==> config.mk <==
export PLATFORM = sky130hd
export DESIGN_NAME = branch_predictor
export DESIGN_NICKNAME = d
export VERILOG_FILES = /design/src/logic/bp_pkg.sv /design/src/logic/bp_update_if.sv /design/src/logic/branch_predictor.sv /design/src/logic/prediction_merge.sv /design/src/logic/target_predictor.sv /design/src/logic/direction_predictor.sv
export SDC_FILE = /design/constraint.sdc
export NUM_CORES = 2
export LEC_CHECK = 0
export BUFFER_PORTS_ARGS = -buffer_cell sky130_fd_sc_hd__buf_2
export CORE_ASPECT_RATIO = 1.1
export CORE_MARGIN = 2
export CORE_UTILIZATION = 35
export CTS_CLUSTER_SIZE = 30
export DETAILED_ROUTE_END_ITERATION = 16
export PLACE_DENSITY_LB_ADDON = 0.05
export SKIP_LAST_GASP = 1
export SYNTH_ARGS = -nofsm -noshare
export SYNTH_HDL_FRONTEND = slang
export SYNTH_SLANG_ARGS = --single-unit
==> constraint.sdc <==
create_clock -name clk -period 6.8 [get_ports clk]
set_input_delay 1.02 -clock clk [delete_from_list [all_inputs] [get_ports clk]]
set_output_delay 1.02 -clock clk [all_outputs]
set_load 0.005 [all_outputs]
==> src/logic/bp_pkg.sv <==
`default_nettype none

package bp_pkg;

    // word-address pc
    localparam int addr_width = 30;

    // 64 entries per table
    localparam int idx_width = 6;
    localparam int tag_width = 8;

    localparam int ras_depth = 8;

    // statistics counters
    localparam int cnt_width = 32;

    typedef enum logic [2:0] {
        kind_none     = 3'd0,
        kind_jump     = 3'd1,
        kind_call     = 3'd2,
        kind_ret      = 3'd3,
        kind_indirect = 3'd4,
        kind_cond     = 3'd5
    } branch_kind_t;

    // fold low two slices of the pc into one table index
    function automatic logic [idx_width-1:0] pc_index(
        input logic [addr_width-1:0] pc
    );
        return pc[idx_width-1:0] ^ pc[2*idx_width-1:idx_width];
    endfunction

    // bits right above the index slice
    function automatic logic [tag_width-1:0] pc_tag(
        input logic [addr_width-1:0] pc
    );
        return pc[idx_width +: tag_width];
    endfunction

endpackage

`default_nettype wire
==> src/logic/bp_update_if.sv <==
`timescale 1ns/10ps
`default_nettype none

interface bp_update_if import bp_pkg::*; ();

    logic                  valid;
    logic [addr_width-1:0] pc;
    logic [addr_width-1:0] npc;
    branch_kind_t          kind;
    logic                  taken;
    // earlier guess was wrong in these parts
    logic                  mis_taken;
    logic                  mis_kind;
    logic                  mis_npc;
    // 1: stack, 0: counter
    logic [1:0]            choice;

    modport source (
        output valid, pc, npc, kind, taken, mis_taken, mis_kind, mis_npc, choice
    );

    modport sink (
        input valid, pc, npc, kind, taken, mis_taken, mis_kind, mis_npc, choice
    );

endinterface

`default_nettype wire

==> src/logic/branch_predictor.sv <==
`timescale 1ns/10ps
`default_nettype none

module branch_predictor import bp_pkg::*; (
    input  logic                  clk,
    input  logic                  rstn,
    input  logic [addr_width-1:0] pc,
    // resolved branch from execute
    input  logic                  upd_valid,
    input  logic [addr_width-1:0] upd_pc,
    input  logic [addr_width-1:0] upd_npc,
    input  branch_kind_t          upd_kind,
    input  logic                  upd_taken,
    input  logic                  upd_mis_taken,
    input  logic                  upd_mis_kind,
    input  logic                  upd_mis_npc,
    input  logic [1:0]            upd_choice,
    // prediction for pc, same cycle
    output branch_kind_t          pred_kind,
    output logic                  pred_taken,
    output logic [addr_width-1:0] pred_npc,
    output logic [1:0]            pred_choice,
    output logic [cnt_width-1:0]  mis_npc_count,
    output logic [cnt_width-1:0]  mis_kind_count,
    output logic [cnt_width-1:0]  mis_taken_count,
    output logic [cnt_width-1:0]  update_count
);

    logic                  pred_counter_taken;
    logic                  btb_hit;
    logic [addr_width-1:0] btb_target;
    logic [addr_width-1:0] ras_top;
    logic                  ras_empty;

    bp_update_if upd ();

    assign upd.valid     = upd_valid;
    assign upd.pc        = upd_pc;
    assign upd.npc       = upd_npc;
    assign upd.kind      = upd_kind;
    assign upd.taken     = upd_taken;
    assign upd.mis_taken = upd_mis_taken;
    assign upd.mis_kind  = upd_mis_kind;
    assign upd.mis_npc   = upd_mis_npc;
    assign upd.choice    = upd_choice;

    direction_predictor u_direction_predictor (
        .clk                (clk),
        .rstn               (rstn),
        .pc                 (pc),
        .upd                (upd.sink),
        .pred_kind          (pred_kind),
        .pred_counter_taken (pred_counter_taken)
    );

    target_predictor u_target_predictor (
        .clk        (clk),
        .rstn       (rstn),
        .pc         (pc),
        .upd        (upd.sink),
        .btb_hit    (btb_hit),
        .btb_target (btb_target),
        .ras_top    (ras_top),
        .ras_empty  (ras_empty)
    );

    prediction_merge u_prediction_merge (
        .clk                (clk),
        .rstn               (rstn),
        .pc                 (pc),
        .pred_kind          (pred_kind),
        .pred_counter_taken (pred_counter_taken),
        .btb_hit            (btb_hit),
        .btb_target         (btb_target),
        .ras_top            (ras_top),
        .ras_empty          (ras_empty),
        .upd                (upd.sink),
        .pred_taken         (pred_taken),
        .pred_npc           (pred_npc),
        .pred_choice        (pred_choice),
        .mis_npc_count      (mis_npc_count),
        .mis_kind_count     (mis_kind_count),
        .mis_taken_count    (mis_taken_count),
        .update_count       (update_count)
    );

endmodule

`default_nettype wire

==> src/logic/prediction_merge.sv <==
`timescale 1ns/10ps
`default_nettype none

module prediction_merge import bp_pkg::*; (
    input  logic                  clk,
    input  logic                  rstn,
    input  logic [addr_width-1:0] pc,
    input  branch_kind_t          pred_kind,
    input  logic                  pred_counter_taken,
    input  logic                  btb_hit,
    input  logic [addr_width-1:0] btb_target,
    input  logic [addr_width-1:0] ras_top,
    input  logic                  ras_empty,
    bp_update_if.sink             upd,
    output logic                  pred_taken,
    output logic [addr_width-1:0] pred_npc,
    output logic [1:0]            pred_choice,
    output logic [cnt_width-1:0]  mis_npc_count,
    output logic [cnt_width-1:0]  mis_kind_count,
    output logic [cnt_width-1:0]  mis_taken_count,
    output logic [cnt_width-1:0]  update_count
);

    logic use_ras;
    logic use_counter;

    // direction from kind, counter only for conditionals
    always_comb begin
        case (pred_kind)
            kind_none: pred_taken = 1'b0;
            kind_cond: pred_taken = pred_counter_taken;
            default:   pred_taken = 1'b1;
        endcase
    end

    assign use_counter = (pred_kind == kind_cond);
    assign use_ras     = pred_taken && (pred_kind == kind_ret) && !ras_empty;

    // stack first, then target buffer, else fall through
    assign pred_npc = use_ras                ? ras_top    :
                      (pred_taken && btb_hit) ? btb_target :
                      pc + 1'b1;

    assign pred_choice = {use_ras, use_counter};

    always_ff @(posedge clk or negedge rstn) begin
        if (!rstn) begin
            mis_npc_count   <= '0;
            mis_kind_count  <= '0;
            mis_taken_count <= '0;
            update_count    <= '0;
        end else if (upd.valid) begin
            if (upd.mis_npc) mis_npc_count <= mis_npc_count + 1'b1;
            if (upd.mis_kind) mis_kind_count <= mis_kind_count + 1'b1;
            if (upd.mis_taken) mis_taken_count <= mis_taken_count + 1'b1;
            update_count <= update_count + 1'b1;
        end
    end

endmodule

`default_nettype wire

==> src/logic/target_predictor.sv <==
`timescale 1ns/10ps
`default_nettype none

module target_predictor import bp_pkg::*; (
    input  logic                  clk,
    input  logic                  rstn,
    input  logic [addr_width-1:0] pc,
    bp_update_if.sink             upd,
    output logic                  btb_hit,
    output logic [addr_width-1:0] btb_target,
    output logic [addr_width-1:0] ras_top,
    output logic                  ras_empty
);

    localparam int n_entries = 1 << idx_width;
    localparam int ptr_width = $clog2(ras_depth);

    // direct-mapped target buffer
    logic                  btb_valid   [n_entries];
    logic [tag_width-1:0]  btb_tag_mem [n_entries];
    logic [addr_width-1:0] btb_tgt_mem [n_entries];

    // return stack, ras_ptr counts live entries
    logic [addr_width-1:0] ras_mem [ras_depth];
    logic [ptr_width:0]    ras_ptr;
    logic [ptr_width-1:0]  ras_top_idx;
    logic                  ras_full;

    logic [idx_width-1:0]  lookup_idx;
    logic [idx_width-1:0]  upd_idx;
    logic                  btb_write;
    logic                  ras_push;
    logic                  ras_pop;

    assign lookup_idx = pc_index(pc);
    assign upd_idx    = pc_index(upd.pc);

    assign btb_hit    = btb_valid[lookup_idx] && (btb_tag_mem[lookup_idx] == pc_tag(pc));
    assign btb_target = btb_tgt_mem[lookup_idx];

    // returns are left to the stack
    assign btb_write = upd.valid && upd.taken && (upd.kind != kind_ret);

    always_ff @(posedge clk or negedge rstn) begin
        if (!rstn) begin
            for (int i = 0; i < n_entries; i++) begin
                btb_valid[i] <= 1'b0;
            end
        end else if (btb_write) begin
            btb_valid[upd_idx] <= 1'b1;
        end
    end

    always_ff @(posedge clk) begin
        if (btb_write) begin
            btb_tag_mem[upd_idx] <= pc_tag(upd.pc);
            btb_tgt_mem[upd_idx] <= upd.npc;
        end
    end

    assign ras_push = upd.valid && (upd.kind == kind_call);
    assign ras_pop  = upd.valid && (upd.kind == kind_ret);

    assign ras_empty   = (ras_ptr == '0);
    assign ras_full    = (ras_ptr == ras_depth[ptr_width:0]);
    assign ras_top_idx = ras_ptr[ptr_width-1:0] - 1'b1;
    assign ras_top     = ras_mem[ras_top_idx];

    // saturating pointer
    always_ff @(posedge clk or negedge rstn) begin
        if (!rstn) begin
            ras_ptr <= '0;
        end else if (ras_push && !ras_full) begin
            ras_ptr <= ras_ptr + 1'b1;
        end else if (ras_pop && !ras_empty) begin
            ras_ptr <= ras_ptr - 1'b1;
        end
    end

    // when full the top entry gets overwritten
    always_ff @(posedge clk) begin
        if (ras_push) begin
            if (ras_full) begin
                ras_mem[ras_top_idx] <= upd.pc + 1'b1;
            end else begin
                ras_mem[ras_ptr[ptr_width-1:0]] <= upd.pc + 1'b1;
            end
        end
    end

endmodule

`default_nettype wire

==> src/logic/direction_predictor.sv <==
`timescale 1ns/10ps
`default_nettype none

module direction_predictor import bp_pkg::*; (
    input  logic                  clk,
    input  logic                  rstn,
    input  logic [addr_width-1:0] pc,
    bp_update_if.sink             upd,
    output branch_kind_t          pred_kind,
    output logic                  pred_counter_taken
);

    localparam int n_entries = 1 << idx_width;

    branch_kind_t         kind_tbl [n_entries];
    logic [1:0]           cnt_tbl  [n_entries];
    logic [idx_width-1:0] ghr;

    logic [idx_width-1:0] lookup_idx;
    logic [idx_width-1:0] lookup_gidx;
    logic [idx_width-1:0] upd_idx;
    logic [idx_width-1:0] upd_gidx;
    logic [1:0]           upd_cnt;
    logic [1:0]           upd_cnt_next;

    // lookup side, read asynchronously
    assign lookup_idx  = pc_index(pc);
    assign lookup_gidx = lookup_idx ^ ghr;

    assign pred_kind          = kind_tbl[lookup_idx];
    assign pred_counter_taken = cnt_tbl[lookup_gidx][1];

    // training side
    assign upd_idx  = pc_index(upd.pc);
    assign upd_gidx = upd_idx ^ ghr;
    assign upd_cnt  = cnt_tbl[upd_gidx];

    // two-bit saturating step toward the outcome
    always_comb begin
        upd_cnt_next = upd_cnt;
        if (upd.taken) begin
            if (upd_cnt != 2'b11) begin
                upd_cnt_next = upd_cnt + 2'b01;
            end
        end else begin
            if (upd_cnt != 2'b00) begin
                upd_cnt_next = upd_cnt - 2'b01;
            end
        end
    end

    always_ff @(posedge clk or negedge rstn) begin
        if (!rstn) begin
            for (int i = 0; i < n_entries; i++) begin
                kind_tbl[i] <= kind_none;
            end
        end else if (upd.valid) begin
            kind_tbl[upd_idx] <= upd.kind;
        end
    end

    // counters start weakly not taken
    always_ff @(posedge clk or negedge rstn) begin
        if (!rstn) begin
            for (int i = 0; i < n_entries; i++) begin
                cnt_tbl[i] <= 2'b01;
            end
        end else if (upd.valid && upd.kind == kind_cond) begin
            cnt_tbl[upd_gidx] <= upd_cnt_next;
        end
    end

    // global history, only conditional outcomes shift in
    always_ff @(posedge clk or negedge rstn) begin
        if (!rstn) begin
            ghr <= '0;
        end else if (upd.valid && upd.kind == kind_cond) begin
            ghr <= {ghr[idx_width-2:0], upd.taken};
        end
    end

endmodule

`default_nettype wire

Word level (Yosys, flattened, before mapping). Memory sizes are Yosys's and may differ from the RTL's. Cells that the tools add are included.

Word-level logic and storage cells: 298. Memories: 3. Bits in registers: 522. Bits of input ports: 102. Bits in writable memories: 2672.

Memories: u_target_predictor.btb_tgt_mem (depth 64, width 30, read ports 1, clocked after memory_dff 0, write ports 1, line target_predictor.sv:21) `logic [addr_width-1:0] btb_tgt_mem [n_entries];`; u_target_predictor.btb_tag_mem (depth 64, width 8, read ports 1, clocked after memory_dff 0, write ports 1, line target_predictor.sv:20) `logic [tag_width-1:0] btb_tag_mem [n_entries];`; u_target_predictor.ras_mem (depth 8, width 30, read ports 1, clocked after memory_dff 0, write ports 1, line target_predictor.sv:24) `logic [addr_width-1:0] ras_mem [ras_depth];`.

Bitwise gates (word level): 9. Muxes and demuxes: 39. Equality and inequality tests: 9. $add $sub $neg: 11. Reductions and logical operators: 23. Magnitude comparators: 6.

Operators with widths (number): bitwise mux 192 bit (1); adder 32 x 1 -> 32 bit, second input constant (4); bitwise mux 128 bit (1); two-way mux 30 bit (3); bitwise OR 64 bit (1); adder 30 x 1 -> 30 bit, second input constant (2); OR reduction 30 bit (1); >= comparator 7 bit, second input constant (4); NOT 6 -> 7 bit (4); binary-select mux 2 bit (select 6 bit) (2); bitwise XOR 6 bit (4); binary-select mux 3 bit (select 6 bit) (1); demux 3 bit (select 6 bit) (1); two-way mux 2 bit (8); < comparator 7 x 1 -> 1 bit, second input constant (2); logical AND 1 bit (13); demux 2 bit (select 6 bit) (1); two-way mux 1 bit (12); two-way mux 3 bit (4); == test 3 x 2 -> 1 bit, second input constant (3); == test 8 bit (1); two-way mux 4 bit (2); binary-select mux 1 bit (select 6 bit) (1); demux 1 bit (select 6 bit) (1); 15 further kinds (20).

Logic depth before layout (Yosys ltp).
Depth in word-level cells: 10. Depth in mapped cells: 19. Depth with buffers taken out: 11.

Hierarchy. From an unflattened synthesis, not the netlist that was laid out.

Cells, all modules: 6862. Area total of the unflattened synthesis: 129973.4 µm².

Modules (own cells, without submodules): target_predictor (area each 105794.0 µm², cells each 4777, times used 1); direction_predictor (area each 17320.4 µm², cells each 1382, times used 1); prediction_merge (area each 6859.1 µm², cells each 703, times used 1).

Least setup slack after synthesis. No wires, ideal clock.

Path type: input -> output. From: in pc[0]. To: out pred_npc[0]. Stages: 11. Setup slack: 1.358 ns. Required time: 5.780 ns. Arrival time: 4.422 ns. Cells stage by stage: buf_2 xnor2_2 buf_4 buf_4 buf_2 buf_2 mux4_2 mux4_2 mux4_2 a31oi_1 a22oi_1.

Longest elaborated chain between the ends: 10.

Ends and longest elaborated chain: start, declared (line branch_predictor.sv:7) `input logic [addr_width-1:0] pc,`; bitwise XOR 6 bit (line bp_pkg.sv:30) `return pc[idx_width-1:0] ^ pc[2*idx_width-1:idx_width];`; NOT 6 -> 7 bit (implied by the code) / bitwise XOR 6 bit (equally long branches) (line target_predictor.sv:38, direction_predictor.sv:30, direction_predictor.sv:28); binary-select mux 3 bit (select 6 bit) / NOT 6 -> 7 bit (equally long branches) (line direction_predictor.sv:30, direction_predictor.sv:31); two-way mux 3 bit (implied by the code) / binary-select mux 2 bit (select 6 bit) (equally long branches) (line direction_predictor.sv:30, direction_predictor.sv:31); two-way mux 3 bit (implied by the code) / two-way mux 2 bit (equally long branches) (line direction_predictor.sv:30, direction_predictor.sv:31); == test 3 bit, or another cell as far along (line prediction_merge.sv:29) `case (pred_kind)`; one-hot mux 1 bit (2 select lines) (line prediction_merge.sv:29); logical AND 1 bit, on equally long branches (line prediction_merge.sv:41, prediction_merge.sv:37); two-way mux 30 bit / logical AND 1 bit (equally long branches) (line prediction_merge.sv:41, prediction_merge.sv:37); two-way mux 30 bit * (line prediction_merge.sv:40) `assign pred_npc = use_ras ? ras_top :`; end, declared (line branch_predictor.sv:21) `output logic [addr_width-1:0] pred_npc,`.

Every way passes the cells marked *; elsewhere a longest branch is shown, timed or not. The select of a mux whose other input is x is not followed.

Final worst setup path.
From: in pc[6]. To: out pred_npc[26].

Same word-level chain as after synthesis.

==> out/metrics.cfg <==
[route]
drt-total-wl_um = 406000
antenna_left = 0
first_iter_violations = 5958
avgRoutedWirePerCell_um = 33.5
vias = 66400
first_pass_iters = 6
drc_errors = 0
via_per_inst = 5.47

[timing]
setup_viol = 0
holdWs_ns = 0.387
max_freq_ghz = 0.151
tightestPinTransition_ns = 1.37
slew_viol_final = 0
slew_headroom_pct = 8.59
grt_setup_unrepaired = no
clock_skew_ns = 0.0262
period_minus_slack_ns = 6.61
hold_violations = 0
finalCritPeriodShare_pct = 97.3

[yosys]
synth_edf_count = 2672
synth_area_per_cell_sq_um = 20.1
yosys.cell_types.count = 75
synth_nets = 6508
synthFlopType = edfxtp_1
synth-seq-area-share_pct = 72.6
postSynthCellCount = 6396
ys.warnings.count = 0
synth-seq-cells = 3194
synthArstFlopShare_pct = 16.3
synth_area_sq_mm = 0.129

[clocking]
cts.sinks = 3194
htreeDepth = 5
root_buffer = clkbuf_16
cts_tree = done
clk_pin_slew_ns = 0.06
cts_buffers = 361
clk_path_buf_depth = 4
insertion_delay_ns = 0.93

[power_and_ir_drop]
fin_total_pwr_uw = 48300
p_leak_uw = 0.0507
power_density_mw_per_mm2 = 322
peakVddDrop_mv = 0.221

[place]
place_area_sq_mm = 0.138
place_inst = 11500
port_buffers = 263
gp_congestion = 0.788
dp_hpwl_um = 237000

[die]
die_area_sq_mm = 0.372
rows = 233
die_y_um = 640
fp.coreArea_sq_mm = 0.366
pin_count = 266
die_x_um = 582
initial_core_util_pct = 35.1

[global_route]
grt.total_usage_pct = 21.7
grt_pass1_vias = 69300
grt_max_degree = 149
grt_pass1_wl_um = 563000
antenna_found_initial = 41
grt_overflow = 0

[worst_setup_path]
worstSetupPathType = in -> out
startpoint_type = input pin
cp_max_fo = 35
critPathCaptureType = output pin
cp_data_arrival_time_ns = 5.59
r2r_start = u_direction_predictor.ghr[0]
worst_ep_required_time_ns = 5.78
crit_start = pc[6]

[final_layout]
fin_cells = 12100
fin_area_sq_mm = 0.150
syn_to_final_growth_pct = 16.6
fillers = 32600
drive_gt1_share_pct = 34.8
nets = 7124

[min_path]
hold_start = upd_mis_taken
min_path_type = in -> reg

[outcome]
status = finished clean

[flow_run]
timing.max_cap.violations = 0

[Yosys cell counts, types with 37 or more instances]
master | count | area, sq um
buf_4 | 39 | 293
dfstp_2 | 64 | 1680
nand2_1 | 395 | 1480
mux2_2 | 338 | 3810
xnor2_1 | 159 | 1390
a22oi_1 | 44 | 330
mux4_2 | 884 | 19900
nor2_1 | 265 | 995
or2_2 | 65 | 407
clkbuf_1 | 139 | 522
buf_2 | 118 | 591
o21ai_0 | 37 | 185
edfxtp_1 | 2672 | 80200
dfrtp_1 | 458 | 11500
xor2_1 | 64 | 561
a31oi_1 | 37 | 231
mux2i_1 | 74 | 741
and3_1 | 48 | 300
a21oi_1 | 38 | 190
nand3_1 | 125 | 626
[worst paths after layout]
check	endpoint	cells after the start	slack (ns)
max reg2reg	u_direction_predictor.cnt_tbl[122]	11	2.27
max in group asynchronous	u_direction_predictor.kind_tbl[169]	3	4.65
min in group asynchronous	u_prediction_merge.update_count[11]	2	0.63
min	u_prediction_merge.mis_taken_count[2]	3	0.39
min reg2reg	u_target_predictor.btb_valid[1]	1	0.46
max	pred_npc[26]	15	0.19
[worst max-delay path, stage by stage]
cell      delay [ns]
buf_2           0.36
xor2_4          0.38
buf_12          0.29
buf_12          0.22
mux4_2          0.53
a22oi_1         0.21
a211o_1         0.20
nand3_1         0.27
nor4_1          0.51
o221a_2         0.31
o2111a_2        0.26
buf_12          0.21
a31oi_1         0.20
a32oi_1         0.35
buf_2           0.18
[cells in the final DEF, fill, tap and decap left out, drive strengths merged, types with 125 or more instances in the layout]
cell type / Yosys / layout
buf: 199 / 591
clkbuf: 140 / 481
clkinv: 0 / 129
dfrtp: 458 / 458
edfxtp: 2672 / 2672
mux2: 338 / 338
mux4: 884 / 884
nand2: 395 / 395
nand3: 125 / 125
nor2: 265 / 265
xnor2: 160 / 160
[power breakdown]
part           total [uW]  leakage, uW  internal, uW  switching (uW)
sequential          22300       0.0308         21900             435
clock               18900      0.00547         10800            8030
combinational        7080       0.0144          2930            4150
[metrics by stage]
step	setup TNS (ns)	setup WS [ns]	utilization (%)
after floorplan	0	1.36	-
after global placement	-2.53	-0.272	37.8
after detailed placement	-0.378	-0.123	37.8
after CTS	0	0.0219	40.9
after global routing	0	0.0215	40.9
final	0	0.185	40.9
[final cells by class]
class	count	area, sq um	share of cell area (%)
sequential	3194	93400	62.3
multi-input combinational	2845	34200	22.8
clock buffer	481	9700	6.47
tap	4817	6030	4.02
timing repair buffer	592	4860	3.25
clock inverter	174	1560	1.04
inverter	18	67.6	0.0451
antenna	11	27.5	0.0184
[what timing repair did]
| item | 4_1_cts | 5_1_grt |
|---|---|---|
| setup buffers | 3 | 0 |
| hold endpoints to repair | 16 | 0 |
| gates resized for setup | 0 | 2 |
| setup endpoints to repair | 8 | 26 |
| pin swaps | 1 | 1 |
| hold buffers | 1 | 0 |
[per-layer routing]
layer	vias to the layer above	global-route usage, %	wire length [um]
met5	-	0	27
met2	1822	37.1	203000
met1	36800	29.7	176000
li1	27300	-	-
met3	456	2.80	20100
met4	6	4.07	7350
[state kept, by name, indices dropped and copies added, names as in the netlist]
signal,cells
u_direction_predictor.ghr,6
u_target_predictor.ras_mem,240
u_target_predictor.btb_tgt_mem,1920
u_prediction_merge.mis_taken_count,32
u_direction_predictor.cnt_tbl,128
u_direction_predictor.kind_tbl,192
u_prediction_merge.mis_kind_count,32
u_target_predictor.ras_ptr,4
u_prediction_merge.mis_npc_count,32
u_target_predictor.btb_valid,64
u_prediction_merge.update_count,32
u_target_predictor.btb_tag_mem,512
[cell families after synthesis]
group	share of synthesized area (%)
flops	72.6
mux	19.0
simple gates	3.55
buf+inv	1.32
compound gates	1.51
xor+xnor	1.82
fa+ha+maj	0.119
Power figures use the tool's default switching activity.
